===== src/dg_pkg.sv =====
// package: delay/width pair type, register map, bus widths and model constants
package dg_pkg;

   // ================================================
   // bus and data widths
   // ================================================
   localparam int DATA_W = 32;           // register word
   localparam int ADDR_W = 8;            // axi byte address
   localparam int IDX_W  = ADDR_W - 2;   // word index

   localparam int NPAGES = 4;            // protocol pages
   localparam int PAGE_W = 2;            // page / protocol select

   localparam logic [DATA_W-1:0] MODEL_NUMBER = 32'h20210801;
   localparam logic [1:0]        RESP_OKAY    = 2'b00;

   // one output channel, both fields in clk100 cycles from t0
   typedef struct packed {
      logic [31:0] delay;   // rising edge position
      logic [31:0] width;   // high time
   } delay_width_t;

   // ================================================
   // register map, word indices (byte address / 4)
   // ================================================
   localparam logic [IDX_W-1:0] REG_INTERVAL  = IDX_W'(0);   // interval setpoint
   localparam logic [IDX_W-1:0] REG_FLAGS     = IDX_W'(1);   // page select, view bit
   localparam logic [IDX_W-1:0] REG_PROTOCOL  = IDX_W'(2);   // protocol to commit
   localparam logic [IDX_W-1:0] REG_COMMIT    = IDX_W'(3);   // bit 0 commits
   localparam logic [IDX_W-1:0] REG_T0_COUNT  = IDX_W'(4);   // read only
   localparam logic [IDX_W-1:0] REG_TS_LO     = IDX_W'(5);   // read only
   localparam logic [IDX_W-1:0] REG_TS_HI     = IDX_W'(6);   // read only
   localparam logic [IDX_W-1:0] REG_MODEL     = IDX_W'(7);   // read only

   // channel k: delay at base + 2k, width at base + 2k + 1
   localparam logic [IDX_W-1:0] REG_CHAN_BASE = IDX_W'(16);

endpackage


===== src/cfg_bus_if.sv =====
// interface: register write strobe and read-back path between host stage and store
`timescale 1ns/1ps

interface cfg_bus_if
   import dg_pkg::*;
   ();

   logic              wr_valid;   // one cycle per accepted write
   logic [IDX_W-1:0]  wr_index;
   logic [DATA_W-1:0] wr_data;

   logic [IDX_W-1:0]  rd_index;   // follows araddr
   logic [DATA_W-1:0] rd_data;    // combinational from store

   modport host (
      output wr_valid, wr_index, wr_data, rd_index,
      input  rd_data
   );

   modport store (
      input  wr_valid, wr_index, wr_data, rd_index,
      output rd_data
   );

endinterface


===== src/axil_regs.sv =====
// module: AXI4-Lite slave, byte address to word index, status register read mux
`timescale 1ns/1ps

module axil_regs
   import dg_pkg::*;
   (
   input  logic              clk100,
   input  logic              hps_fpga_reset_n,

   // write address / data / response
   input  logic [ADDR_W-1:0] awaddr,
   input  logic              awvalid,
   output logic              awready,
   input  logic [DATA_W-1:0] wdata,
   input  logic              wvalid,
   output logic              wready,
   output logic [1:0]        bresp,
   output logic              bvalid,
   input  logic              bready,

   // read address / data
   input  logic [ADDR_W-1:0] araddr,
   input  logic              arvalid,
   output logic              arready,
   output logic [DATA_W-1:0] rdata,
   output logic [1:0]        rresp,
   output logic              rvalid,
   input  logic              rready,

   cfg_bus_if.host           cfg,

   input  logic [31:0]       t0_count,
   input  logic [63:0]       timestamp
   );

   logic              wr_accept;
   logic              rd_accept;
   logic [IDX_W-1:0]  rd_idx;
   logic [DATA_W-1:0] rd_mux;

   // ================================================
   // write channel
   // ================================================
   assign awready   = ~bvalid;                 // one write in flight
   assign wready    = ~bvalid;
   assign wr_accept = awvalid & wvalid & awready & wready;
   assign bresp     = RESP_OKAY;               // read-only and unmapped too

   always_ff @(posedge clk100) begin
      if (!hps_fpga_reset_n) begin
         bvalid       <= 1'b0;
         cfg.wr_valid <= 1'b0;
      end else begin
         cfg.wr_valid <= wr_accept;            // strobe one cycle after accept
         if (wr_accept) begin
            bvalid <= 1'b1;
         end else if (bready) begin
            bvalid <= 1'b0;                    // held until host takes it
         end
      end
   end

   always_ff @(posedge clk100) begin
      if (wr_accept) begin
         cfg.wr_index <= awaddr[ADDR_W-1:2];   // byte to word
         cfg.wr_data  <= wdata;
      end
   end

   // ================================================
   // read channel
   // ================================================
   assign arready      = ~rvalid;
   assign rd_accept    = arvalid & arready;
   assign rd_idx       = araddr[ADDR_W-1:2];
   assign cfg.rd_index = rd_idx;               // store answers combinationally
   assign rresp        = RESP_OKAY;

   // status words live here, everything else comes from the store
   always_comb begin
      case (rd_idx)
         REG_T0_COUNT: rd_mux = t0_count;
         REG_TS_LO:    rd_mux = timestamp[31:0];
         REG_TS_HI:    rd_mux = timestamp[63:32];
         REG_MODEL:    rd_mux = MODEL_NUMBER;
         default:      rd_mux = cfg.rd_data;
      endcase
   end

   always_ff @(posedge clk100) begin
      if (!hps_fpga_reset_n) begin
         rvalid <= 1'b0;
      end else if (rd_accept) begin
         rvalid <= 1'b1;
      end else if (rready) begin
         rvalid <= 1'b0;
      end
   end

   always_ff @(posedge clk100) begin
      if (rd_accept) begin
         rdata <= rd_mux;                      // stable while rvalid holds
      end
   end

endmodule


===== src/flat_wrapper.sv =====
// flat-port wrapper written by rule: the top's interface ports become plain ports
module axil_regs_flat import dg_pkg::*;
  (clk100, hps_fpga_reset_n, awaddr, awvalid, awready, wdata, wvalid, wready, bresp, bvalid, bready, araddr, arvalid, arready, rdata, rresp, rvalid, rready, t0_count, timestamp, cfg_wr_valid, cfg_wr_index, cfg_wr_data, cfg_rd_index, cfg_rd_data);
  cfg_bus_if cfg_i ();
  input  logic clk100;
  input  logic hps_fpga_reset_n;
  input  logic [ADDR_W-1:0] awaddr;
  input  logic awvalid;
  output logic awready;
  input  logic [DATA_W-1:0] wdata;
  input  logic wvalid;
  output logic wready;
  output logic [1:0] bresp;
  output logic bvalid;
  input  logic bready;
  input  logic [ADDR_W-1:0] araddr;
  input  logic arvalid;
  output logic arready;
  output logic [DATA_W-1:0] rdata;
  output logic [1:0] rresp;
  output logic rvalid;
  input  logic rready;
  input  logic [31:0] t0_count;
  input  logic [63:0] timestamp;
  output wire logic [$bits(cfg_i.wr_valid)-1:0] cfg_wr_valid;
  output wire logic [$bits(cfg_i.wr_index)-1:0] cfg_wr_index;
  output wire logic [$bits(cfg_i.wr_data)-1:0] cfg_wr_data;
  output wire logic [$bits(cfg_i.rd_index)-1:0] cfg_rd_index;
  input wire logic [$bits(cfg_i.rd_data)-1:0] cfg_rd_data;
  assign cfg_wr_valid = cfg_i.wr_valid;
  assign cfg_wr_index = cfg_i.wr_index;
  assign cfg_wr_data = cfg_i.wr_data;
  assign cfg_rd_index = cfg_i.rd_index;
  assign cfg_i.rd_data = cfg_rd_data;
  axil_regs u_core (.clk100(clk100), .hps_fpga_reset_n(hps_fpga_reset_n), .awaddr(awaddr), .awvalid(awvalid), .awready(awready), .wdata(wdata), .wvalid(wvalid), .wready(wready), .bresp(bresp), .bvalid(bvalid), .bready(bready), .araddr(araddr), .arvalid(arvalid), .arready(arready), .rdata(rdata), .rresp(rresp), .rvalid(rvalid), .rready(rready), .cfg(cfg_i), .t0_count(t0_count), .timestamp(timestamp));
endmodule

===== config.mk =====
export PLATFORM = sky130hd
export DESIGN_NAME = axil_regs_flat
export DESIGN_NICKNAME = d
export VERILOG_FILES = /design/src/dg_pkg.sv /design/src/cfg_bus_if.sv /design/src/axil_regs.sv /design/src/flat_wrapper.sv
export SDC_FILE = /design/constraint.sdc
export NUM_CORES = 1
export LEC_CHECK = 0
export ABC_AREA = 1
export BUFFER_PORTS_ARGS = -buffer_cell sky130_fd_sc_hd__buf_2
export CAP_MARGIN = 0
export CORE_AREA = 2 2 103 105
export CTS_CLUSTER_SIZE = 16
export DETAILED_ROUTE_END_ITERATION = 8
export DIE_AREA = 0 0 105 107
export GPL_TIMING_DRIVEN = 0
export PLACE_DENSITY = 0.7
export SYNTH_ARGS = -nofsm -noshare
export SYNTH_HDL_FRONTEND = slang
export SYNTH_SLANG_ARGS = --single-unit

===== constraint.sdc =====
create_clock -name clk100 -period 3.85 [get_ports clk100]
set_input_delay 0.385 -clock clk100 [delete_from_list [all_inputs] [get_ports clk100]]
set_output_delay 0.385 -clock clk100 [all_outputs]
set_load 0.05 [all_outputs]

# After elaboration in Yosys (flattened, before gate mapping)

Cells that the tools add are included.

Mux-type cells: 5
Reduce and logical (&&, ||, !) cells: 2
Equal/unequal tests: 4
Bitwise operators: 6

Operators with widths:

| cell                 | number |
|---|---|
| $pmux W32 S4         | 1 |
| $eq A6 B3 Y1 const B | 4 |
| $and A1 B1 Y1        | 4 |
| $mux W1              | 4 |
| $reduce_bool A2 Y1   | 2 |
| $not A1 Y1           | 2 |

Output and inout port bits: 86
Flip-flop bits (word level): 73
Bits of input ports: 183

# Longest topological paths before layout

Gate-level depths: netlist (run 1).

Word-level depth: 4
Mapped depth: 7
Gate-level depth less buffers: 6

# Least setup slack after synthesis (run 1)

OpenSTA, ideal clock, no wires.

Kind: register to register
Start point: reg u_core.bvalid
End point: reg u_core.cfg.wr_data[0], enable pin
Arrival time: 1.853 ns
Setup time: 0.393 ns
Path slack: 1.604 ns
Clock period less this slack: 2.246 ns
Stages on the path, launching flop included: 4
Path buffers: 0
Cell sequence: dfxtp_1 > inv_1 > nand3_1 > inv_1

Word-level cells in the longest chain between the ends: 3

RTL lines:

| element                  | line              | RTL |
|---|---|---|
| start: declaration       | axil_regs.sv:18   | `output logic bvalid,` |
| start signal: assignment | axil_regs.sv:51   | `bvalid <= 1'b0;` |
| start signal: assignment | axil_regs.sv:56   | `bvalid <= 1'b1;` |
| start signal: assignment | axil_regs.sv:58   | `bvalid <= 1'b0;` |
| $not A1 Y1 *             | axil_regs.sv:44   | `assign awready = ~bvalid;` |
| net awready              | flat_wrapper.sv:9 | `output logic awready;` |
| $and A1 B1 Y1            | axil_regs.sv:46   | `assign wr_accept = awvalid & wvalid & awready & wready;` |
| $and A1 B1 Y1 *          | axil_regs.sv:46   |  |
| net u_core.wr_accept     | axil_regs.sv:36   | `logic wr_accept;` |
| end signal: assignment   | axil_regs.sv:66   | `cfg.wr_data <= wdata;` |
| end: declaration         | cfg_bus_if.sv:16  | `output wr_valid, wr_index, wr_data, rd_index,` |

The timed path passes the listed nets; every way through them passes the cells marked *.
A chain may end at the register's enable or synchronous reset.

# Worst setup path in the final report (run 1)

Start point: reg u_core.bvalid
End point: reg u_core.cfg.wr_data[10], enable pin

Word-level cells in the longest chain between the ends: 3

RTL lines:

| element              | line |
|---|---|
| $not A1 Y1 *         | axil_regs.sv:44, axil_regs.sv:45 |
| $and A1 B1 Y1        | axil_regs.sv:46 |
| $and A1 B1 Y1 *      | axil_regs.sv:46 |
| net u_core.wr_accept | axil_regs.sv:36 |

Marks and branches as above.

==> results of run 1 <==
[critical path: cells and delay by family (launching register included)]
family	cells	cell delay, ns
buffers and inverters	3	0.89
AND/OR/NAND/NOR	1	0.10
flip-flops	1	0.34
[synthesized netlist by cell type (all sizes together)]
master / instances / area share
edfxtp: 70 / 0.62
nand3: 65 / 0.096
nand4: 59 / 0.11
buf: 35 / 0.072
nand2: 35 / 0.040
inv: 10 / 0.011
nor2: 8 / 0.016
o211ai: 5 / 0.011
dfxtp: 3 / 0.018
clkbuf: 2 / 0.0022
conb: 1 / 0.0011
o21a: 1 / 0.0022
[power breakdown]
group	leakage [nW]	total (mW)	switching (mW)	internal [mW]
logic	1.54	0.433	0.297	0.135
clock network	0.0895	0.570	0.312	0.258
registers	0.688	0.932	0.00994	0.922
total	2.31	1.94	0.619	1.32
[flip-flops by register name, summed over array words and instances, names as in the netlist]
| register | count |
|---|---|
| u_core.bvalid | 1 |
| u_core.cfg.wr_data | 32 |
| u_core.cfg.wr_index | 6 |
| u_core.cfg.wr_valid | 1 |
| u_core.rdata | 32 |
| u_core.rvalid | 1 |
[path summary, 6_finish.rpt]
| kind | start | end | slack (ns) |
|---|---|---|---|
| worst max-delay path | u_core.bvalid$_SDFFE_PN0P_ | u_core.cfg.wr_data[10]$_DFFE_PP_ | 2.25 |
| worst min-delay path | wdata[27] | u_core.cfg.wr_data[27]$_DFFE_PP_ | 0.21 |
| worst max register to register | u_core.bvalid$_SDFFE_PN0P_ | u_core.cfg.wr_data[10]$_DFFE_PP_ | 2.25 |
| worst min register to register | u_core.bvalid$_SDFFE_PN0P_ | u_core.cfg.wr_valid$_SDFF_PN0_ | 0.58 |
[area by class of cell]
cell class	instances	area [um^2]	area share
clock inverters	6	50.0	0.00982
multi-input cells	177	941	0.185
flip-flops and latches	73	2160	0.424
repair buffers	260	1350	0.264
inverters	10	37.5	0.00737
plain buffers	37	250	0.0491
clock buffers	10	138	0.0270
well taps	136	170	0.0334
[metrics by stage]
stage	instance area [um^2]	std cells	util	hold slack (ns)
5_1_grt	5090	709	0.505	0.186
3_3_place_gp	4850	691	0.481	0.544
6_report	5090	709	0.505	0.211
3_5_place_dp	4850	691	0.481	0.562
2_1_floorplan	3390	297	-	0.484
4_1_cts	5040	707	0.499	0.197
[kinds of logic (layout without fill, tap and decap cells)]
logic type | Yosys count | count (layout) | share of synthesized area
AOI/OAI and AO/OA | 6 | 6 | 0.0133
buffers and inverters | 47 | 323 | 0.0852
DFF | 73 | 73 | 0.640
other | 1 | 4 | 0.00111
and+or+nand+nor | 167 | 167 | 0.261
[per-layer routing]
layer	part of all wire	global-route usage	up-vias
met3	0.092	0.0602	28
li1	-	-	1650
met5	0	0	-
met4	0.027	0.0771	0
met1	0.36	0.209	1667
met2	0.52	0.383	222
==> reports/metrics.cfg, run 1 <==
[clock_network]
cts-root-buf = clkbuf_8
clkLatencyLatePin_ns = 0.34
post_cts_buffers = 0
cts_tree = done
cts_buffers = 9
htreeDepth = 3
clk_pin_slew_worst_paths_ns = 0.09
cts.sinks = 73
hold_buffers = 0
cts_buffer_depth = 2
ctsResizeCount = 0

[yosys]
synth_seq_area_share = 0.640
syn-cell-area_um2 = 3380
synth.distinct_cells = 18
avgSynthCellArea_um2 = 11.5
ys_seq_elements = 73
synth_warnings = 0
syn_inst = 294

[placement]
place.gp.congestion = 0.861
dp_worst_setup_slack_ns = 1.84
numPortBuffers = 258
dp_hpwl_um = 9590

[routing]
ant_nets = 0
dr.pass1.iters = 7
vias = 3567
drt_wl_total_um = 12000
drt_iter0_markers = 175
drc = 0
viasPerCell = 5.03
avgRoutedWirePerCell_um = 17.0

[setup_path]
cpMaxStageDelayCell = clkinv_1
critPathArrivalTime_ns = 1.68
startpoint_type = flip-flop
crit_chain = inv_1, nand3_1, clkinv_1, buf_16
cp_max_fo = 26
criticalPathCategory = flip-flop to flip-flop
required_ns = 3.94
reg2regPathDepth = 4
worst_setup_path_end_kind = flip-flop
slowest_delay_ns = 0.46

[final_layout]
fillers = 949
final_common_cell = buf_2
drive_gt1_frac = 0.553
final_nets = 751
final_cell_mix = buf_2 (272), edfxtp_1 (70), nand3_1 (65), nand4_1 (59), nand2_1 (34)
area_growth_pct = 50.8
diodes = 0

[die]
core_area_um2 = 10100
boundaryPins = 269
dieArea_um2 = 11200
dieWidth_um = 105
start_util = 0.335
row_count = 37
die_h_um = 107

[pwr]
p_per_area_nw_per_um2 = 380
ir_worst_vdd_mv = 0.172
power_leakage_nw = 2.31
p_total_mw = 1.94

[global_route]
overflow = 0
grt_start_max_net_pins = 40
grt_antenna_before_repair = 0
first_global_vias = 3629
grt.total_usage = 0.202
grt_pass1_wl_um = 17400

[sta]
fin_crit_sh = 0.415
layout_setup_ws_ns = 2.25
max_slew_margin = 0.624
slew_violations = 0
hold_viol = 0
setup_viol = 0
rsz0062_at_grt = no
fin_crit_ns = 1.60
worstMarginPinSlew_ns = 0.560
skew_ns = 0.0114
max_freq_mhz = 626
setup_tns_ns = 0

[run]
maxCapViolCount = 0

[hold_path]
min_path_type = input pin to flip-flop
hold_depth = 1

[run_status]
status = completed

Note: power is estimated with default switching activity, not from simulation.
==> inputs of run 2 (changes only) <==
--- a/config.mk
+++ b/config.mk
@@ -8,12 +8,12 @@
 export ABC_AREA = 1
 export BUFFER_PORTS_ARGS = -buffer_cell sky130_fd_sc_hd__buf_2
 export CAP_MARGIN = 0
-export CORE_AREA = 2 2 103 105
+export CORE_AREA = 2 2 141 74
 export CTS_CLUSTER_SIZE = 16
 export DETAILED_ROUTE_END_ITERATION = 8
-export DIE_AREA = 0 0 105 107
+export DIE_AREA = 0 0 143 76
 export GPL_TIMING_DRIVEN = 0
-export PLACE_DENSITY = 0.7
+export PLACE_DENSITY = 0.76
 export SYNTH_ARGS = -nofsm -noshare
 export SYNTH_HDL_FRONTEND = slang
 export SYNTH_SLANG_ARGS = --single-unit
==> constraint.sdc (replaced) <==
create_clock -name clk100 -period 1.4 [get_ports clk100]
set_input_delay 0.14 -clock clk100 [delete_from_list [all_inputs] [get_ports clk100]]
set_output_delay 0.14 -clock clk100 [all_outputs]
set_load 0.05 [all_outputs]
==> reports/metrics.cfg, run 2 (synthesized netlist as in run 1, its figures left out) <==
[setup_path]
critPathLaunch = u_core.bvalid$_SDFFE_PN0P_
criticalPathCategory = flip-flop to flip-flop
rr_startpoint = u_core.bvalid$_SDFFE_PN0P_
critPathArrivalTime_ns = 1.31  ; -0.37 ns
r2r_slack_ns = 0.09  ; -2.16 ns
required_ns = 1.41  ; -2.53 ns
critPathTopFamily = buffers and inverters
cp_num_buf_inv = 2  ; -1
startpoint_type = flip-flop
cpMostUsedCell = clkinvlp_4
slowest_delay_ns = 0.36  ; -0.10 ns
cp_max_fo = 10  ; -62%
crit_chain = clkinvlp_4, nand3_2, clkinvlp_4
worst_setup_path_end_kind = flip-flop
cpMaxStageDelayCell = dfxtp_4

[routing]
drc = 0  ; unchanged
ant_nets = 0  ; unchanged
avgRoutedWirePerCell_um = 17.7  ; +4.4%
dr.pass1.iters = 5  ; -2
drt_wl_total_um = 13400  ; +12%
drt_iter0_markers = 319  ; +82%
vias = 3821  ; +7.1%
viasPerCell = 5.04  ; +0.20%

[sta]
rsz0062_at_grt = no
max_freq_mhz = 766  ; +22%
worstMarginPinSlew_ns = 0.541  ; -0.0191 ns
slew_violations = 0  ; unchanged
skew_ns = 0.00812  ; -0.00323 ns
fin_crit_sh = 0.933  ; +0.518
fin_crit_ns = 1.31  ; -0.291 ns
max_slew_margin = 0.639  ; +0.0151
whs_ns = 0.0253  ; -0.186 ns
setup_viol = 0  ; unchanged
hold_viol = 0  ; unchanged

[final_layout]
reg_top3 = u_core.cfg.wr_data (32), u_core.rdata (32), u_core.cfg.wr_index (6)
final_nets = 796  ; +6.0%
drive_gt1_frac = 0.536  ; -0.0176
fin_area_um2 = 5730  ; +12%
final_cell_mix = buf_2 (272), edfxtp_1 (70), nand3_1 (64), nand4_1 (59), dlygate4sd3_1 (38)
fin_cells = 758  ; +6.9%
fillers = 868  ; -8.5%
diodes = 0  ; unchanged
area_growth_pct = 69.5
final_common_cell = buf_2

[hold_path]
min_path_type = input pin to flip-flop
min_from = hps_fpga_reset_n

[pwr]
combinationalPowerShare = 0.197  ; -0.027
internal_power_mw = 4.93  ; +270%
p_total_mw = 6.72  ; +250%
switching_share = 0.267  ; -0.0531
switching_power_mw = 1.79  ; +190%
power_frac_clock = 0.421  ; +0.126
p_per_area_nw_per_um2 = 1170  ; +210%
seq_power_share = 0.383  ; -0.099
power_leakage_nw = 2.57  ; +11%
ir_worst_vdd_mv = 0.715  ; +320%

[clock_network]
cts_buffer_depth = 2  ; unchanged
htreeDepth = 3  ; unchanged
cts_buffers = 9  ; unchanged
clkLatencyLatePin_ns = 0.33  ; about the same
cts-root-buf = clkbuf_16
cts_tree = done
clk_pin_slew_worst_paths_ns = 0.06  ; -0.03 ns
cts.sinks = 73  ; unchanged

[run]
maxCapViolCount = 0  ; unchanged

[placement]
dp_hpwl_um = 9830  ; +2.6%
numPortBuffers = 258  ; unchanged
place_inst = 695  ; +0.58%
place.gp.congestion = 0.975  ; +13%
placed_area_um2 = 4890  ; +0.72%

[global_route]
grt_pass1_wl_um = 20000  ; +14%
overflow = 0  ; unchanged
grt.total_usage = 0.244  ; +0.0420
grt_start_max_net_pins = 18  ; -55%
first_global_vias = 3931  ; +8.3%
grt_antenna_before_repair = 0  ; unchanged

[run_status]
status = completed

[die]
row_count = 26  ; -30%
dieWidth_um = 143  ; +36%
start_util = 0.345  ; +0.0103
dieArea_um2 = 10900  ; -3.3%
boundaryPins = 269  ; unchanged
die_h_um = 76  ; -29%
core_area_um2 = 9790  ; -3.0%

run 2: cell count changes in the layout (fill, tap and decap cells not counted), sizes merged:
| cell | change |
|---|---|
| buf | +4 |
| bufinv | +4 |
| inv | -2 |
| clkinv | -4 |
| clkinvlp | +5 |
| dlygate4sd3 | +38 |
run 2: what timing repair did:
action,CTS,global route
gates resized for setup,3,0
hold endpoints to repair,38,0
setup endpoints to repair,72,0
hold buffers,38,0
setup buffers,6,0
run 2: power groups by stage:
stage	logic (mW)	clock network, mW	registers (mW)
3_5_place_dp	1.18	0	2.62
3_3_place_gp	1.16	0	2.61
2_1_floorplan	0.319	0	3.02
6_report	1.32	2.83	2.57
5_1_grt	1.39	2.97	2.58
4_1_cts	1.31	2.87	2.57
run 2: per-stage QoR:
stage | worst slack, ns | util | setup TNS [ns]
after detailed placement | -0.353 | 0.499 | -22.61
after global routing | 0.0149 | 0.585 | 0
after floorplan | -0.457 | - | -28.69
after global placement | -0.266 | 0.499 | -16.81
after CTS | 0.0978 | 0.585 | 0
final | 0.0945 | 0.585 | 0
run 2: layout make-up:
cell class	count	area (um^2)	area share
flip-flops and latches	73	2170	0.379
repair buffers	302	1740	0.304
multi-input cells	177	948	0.166
plain buffers	37	250	0.0437
clock buffers	10	229	0.0400
well taps	140	175	0.0306
clock inverters	6	138	0.0240
inverters	10	52.6	0.00918
repair inverters	3	22.5	0.00393
run 2: path summary, 6_finish.rpt:
check | endpoint | cells past startpoint
min reg2reg | u_core.bvalid$_SDFFE_PN0P_ | 4
max | u_core.cfg.wr_data[28]$_DFFE_PP_ | 3
min | u_core.rvalid$_SDFFE_PN0P_ | 2
max reg2reg | u_core.cfg.wr_data[28]$_DFFE_PP_ | 3
run 2: routing by layer:
| layer | routed length (um) | track usage | up-vias |
|---|---|---|---|
| li1 | - | - | 1745 |
| met1 | 5580 | 0.311 | 1796 |
| met2 | 6440 | 0.415 | 266 |
| met3 | 1300 | 0.0660 | 14 |
| met4 | 127 | 0.0604 | 0 |
| met5 | 0 | 0 | - |
==> inputs of run 3 (changes only) <==
==> constraint.sdc (replaced) <==
create_clock -name clk100 -period 1.4 [get_ports clk100]
set_input_delay 0.21 -clock clk100 [delete_from_list [all_inputs] [get_ports clk100]]
set_output_delay 0.21 -clock clk100 [all_outputs]
set_load 0.05 [all_outputs]
==> reports/metrics.cfg, run 3 (synthesized netlist as in run 1, its figures left out) <==
[die]
die_h_um = 76  ; unchanged
row_count = 26  ; unchanged
dieArea_um2 = 10900  ; unchanged
dieWidth_um = 143  ; unchanged
core_area_um2 = 9790  ; unchanged
boundaryPins = 269  ; unchanged
start_util = 0.345  ; unchanged

[sta]
layout_setup_ws_ns = 0.0735  ; -0.0210 ns
rsz0062_at_grt = no
max_slew_margin = 0.638  ; -0.000933
fin_crit_sh = 0.948  ; +0.0150
skew_ns = 0.00778  ; -0.000344 ns
hold_viol = 0  ; unchanged
fin_crit_ns = 1.33  ; +0.0210 ns
setup_viol = 0  ; unchanged
whs_ns = 0.0557  ; +0.0304 ns
slew_violations = 0  ; unchanged
worstMarginPinSlew_ns = 0.542  ; +0.00140 ns
max_freq_mhz = 754  ; -1.6%

[placement]
dp_worst_setup_slack_ns = -0.353  ; unchanged
place.gp.congestion = 0.975  ; unchanged
place_inst = 695  ; unchanged
dp_hpwl_um = 9830  ; unchanged
numPortBuffers = 258  ; unchanged
placed_area_um2 = 4890  ; unchanged

[routing]
avgRoutedWirePerCell_um = 17.8  ; +0.36%
vias = 3636  ; -4.8%
dr.pass1.iters = 5  ; unchanged
ant_nets = 0  ; unchanged
drt_wl_total_um = 12800  ; -4.7%
drt_iter0_markers = 318  ; -0.31%
drc = 0  ; unchanged
viasPerCell = 5.05  ; +0.18%

[setup_path]
reg2regPathDepth = 3  ; unchanged
reg2reg_to = u_core.cfg.wr_index[5]$_DFFE_PP_
required_ns = 1.19  ; -0.22 ns
r2r_slack_ns = 0.09  ; about the same
critPathArrivalTime_ns = 1.12  ; -0.19 ns
startpoint_type = flip-flop
cp_max_fo = 4  ; -6
rr_startpoint = u_core.bvalid$_SDFFE_PN0P_
criticalPathCategory = flip-flop to primary output
worst_setup_path_end_kind = primary output
critPathLaunch = u_core.bvalid$_SDFFE_PN0P_

[global_route]
grt.total_usage = 0.233  ; -0.0110
grt_pass1_wl_um = 19100  ; -4.5%
grt_start_max_net_pins = 18  ; unchanged
grt_antenna_before_repair = 0  ; unchanged
overflow = 0  ; unchanged
first_global_vias = 3729  ; -5.1%

[pwr]
p_per_area_nw_per_um2 = 1240  ; +5.4%
p_total_mw = 6.61  ; -1.6%
ir_worst_vdd_mv = 0.703  ; -1.7%
power_leakage_nw = 2.41  ; -6.1%

[final_layout]
final_cell_mix = buf_2 (271), edfxtp_1 (70), nand3_1 (64), nand4_1 (59), nand2_1 (33)
final_common_cell = buf_2
fin_area_um2 = 5350  ; -6.6%
area_growth_pct = 58.3
fin_cells = 720  ; -5.0%
drive_gt1_frac = 0.571  ; +0.0351
reg_top3 = u_core.cfg.wr_data (32), u_core.rdata (32), u_core.cfg.wr_index (6)
fillers = 899  ; +3.6%
final_nets = 758  ; -4.8%
diodes = 0  ; unchanged

[hold_path]
min_path_type = input pin to flip-flop
hold_depth = 1  ; -1
whs_endpoint = u_core.cfg.wr_data[2]$_DFFE_PP_
min_from = wdata[2]

[clock_network]
htreeDepth = 3  ; unchanged
hold_buffers = 0  ; -100%
cts_buffer_depth = 2  ; unchanged
cts_buffers = 9  ; unchanged
clkLatencyLatePin_ns = 0.33  ; about the same
cts.sinks = 73  ; unchanged
cts_tree = done
clk_pin_slew_worst_paths_ns = 0.06  ; about the same
cts-root-buf = clkbuf_16

[run]
maxCapViolCount = 0  ; unchanged

[run_status]
status = completed

run 3: worst max-delay path: stages, from the launching register on:
cell and delay (ns):
dfxtp_4 0.36, clkinvlp_4 0.11, buf_4 0.14, buf_4 0.18
run 3: worst max path at each step:
stage / slack, ns / to / depth (start not counted)
after floorplan: -0.46 / u_core.cfg.wr_data[0]$_DFFE_PP_ / 3
after global placement: -0.27 / u_core.cfg.wr_data[16]$_DFFE_PP_ / 3
after detailed placement: -0.35 / u_core.cfg.wr_data[10]$_DFFE_PP_ / 3
after CTS: 0.04 / wready / 3
after global routing: 0.01 / u_core.cfg.wr_data[31]$_DFFE_PP_ / 3
final: 0.07 / wready / 3
run 3: what timing repair did:
| action | CTS | global route |
|---|---|---|
| gates cloned | 3 | 0 |
| buffers inserted | 6 | 0 |
| pin swaps | 0 | 0 |
| gates resized for setup | 3 | 2 |
| endpoints found under the setup margin | 72 | 1 |
run 3: layout make-up:
type	instances	area, um^2	share of cell area
buffer	37	250	0.0468
clock buffer	10	229	0.0428
tap	140	175	0.0327
sequential	73	2170	0.406
timing repair inverter	3	22.5	0.00421
multi-input combinational	177	948	0.177
inverter	10	52.6	0.00982
timing repair buffer	264	1360	0.255
clock inverter	6	138	0.0257
run 3: where the power goes:
group	switching, mW	internal (mW)
Sequential	0.0298	2.54
Clock	0.873	1.93
Combinational	0.851	0.384
Total	1.75	4.86
run 3: stage by stage:
step                       util  setup TNS (ns)
after CTS                 0.546               0
after floorplan               -          -28.69
after global placement    0.499          -16.84
final                     0.546               0
after global routing      0.546               0
after detailed placement  0.499          -22.63
run 3: routing by layer:
metal  track usage  up-vias  wire length [um]
li1              -     1663                 -
met1         0.302     1715              5380
met2         0.382      246              5960
met3        0.0704       12              1330
met4        0.0614        0               146
met5             0        -                 0
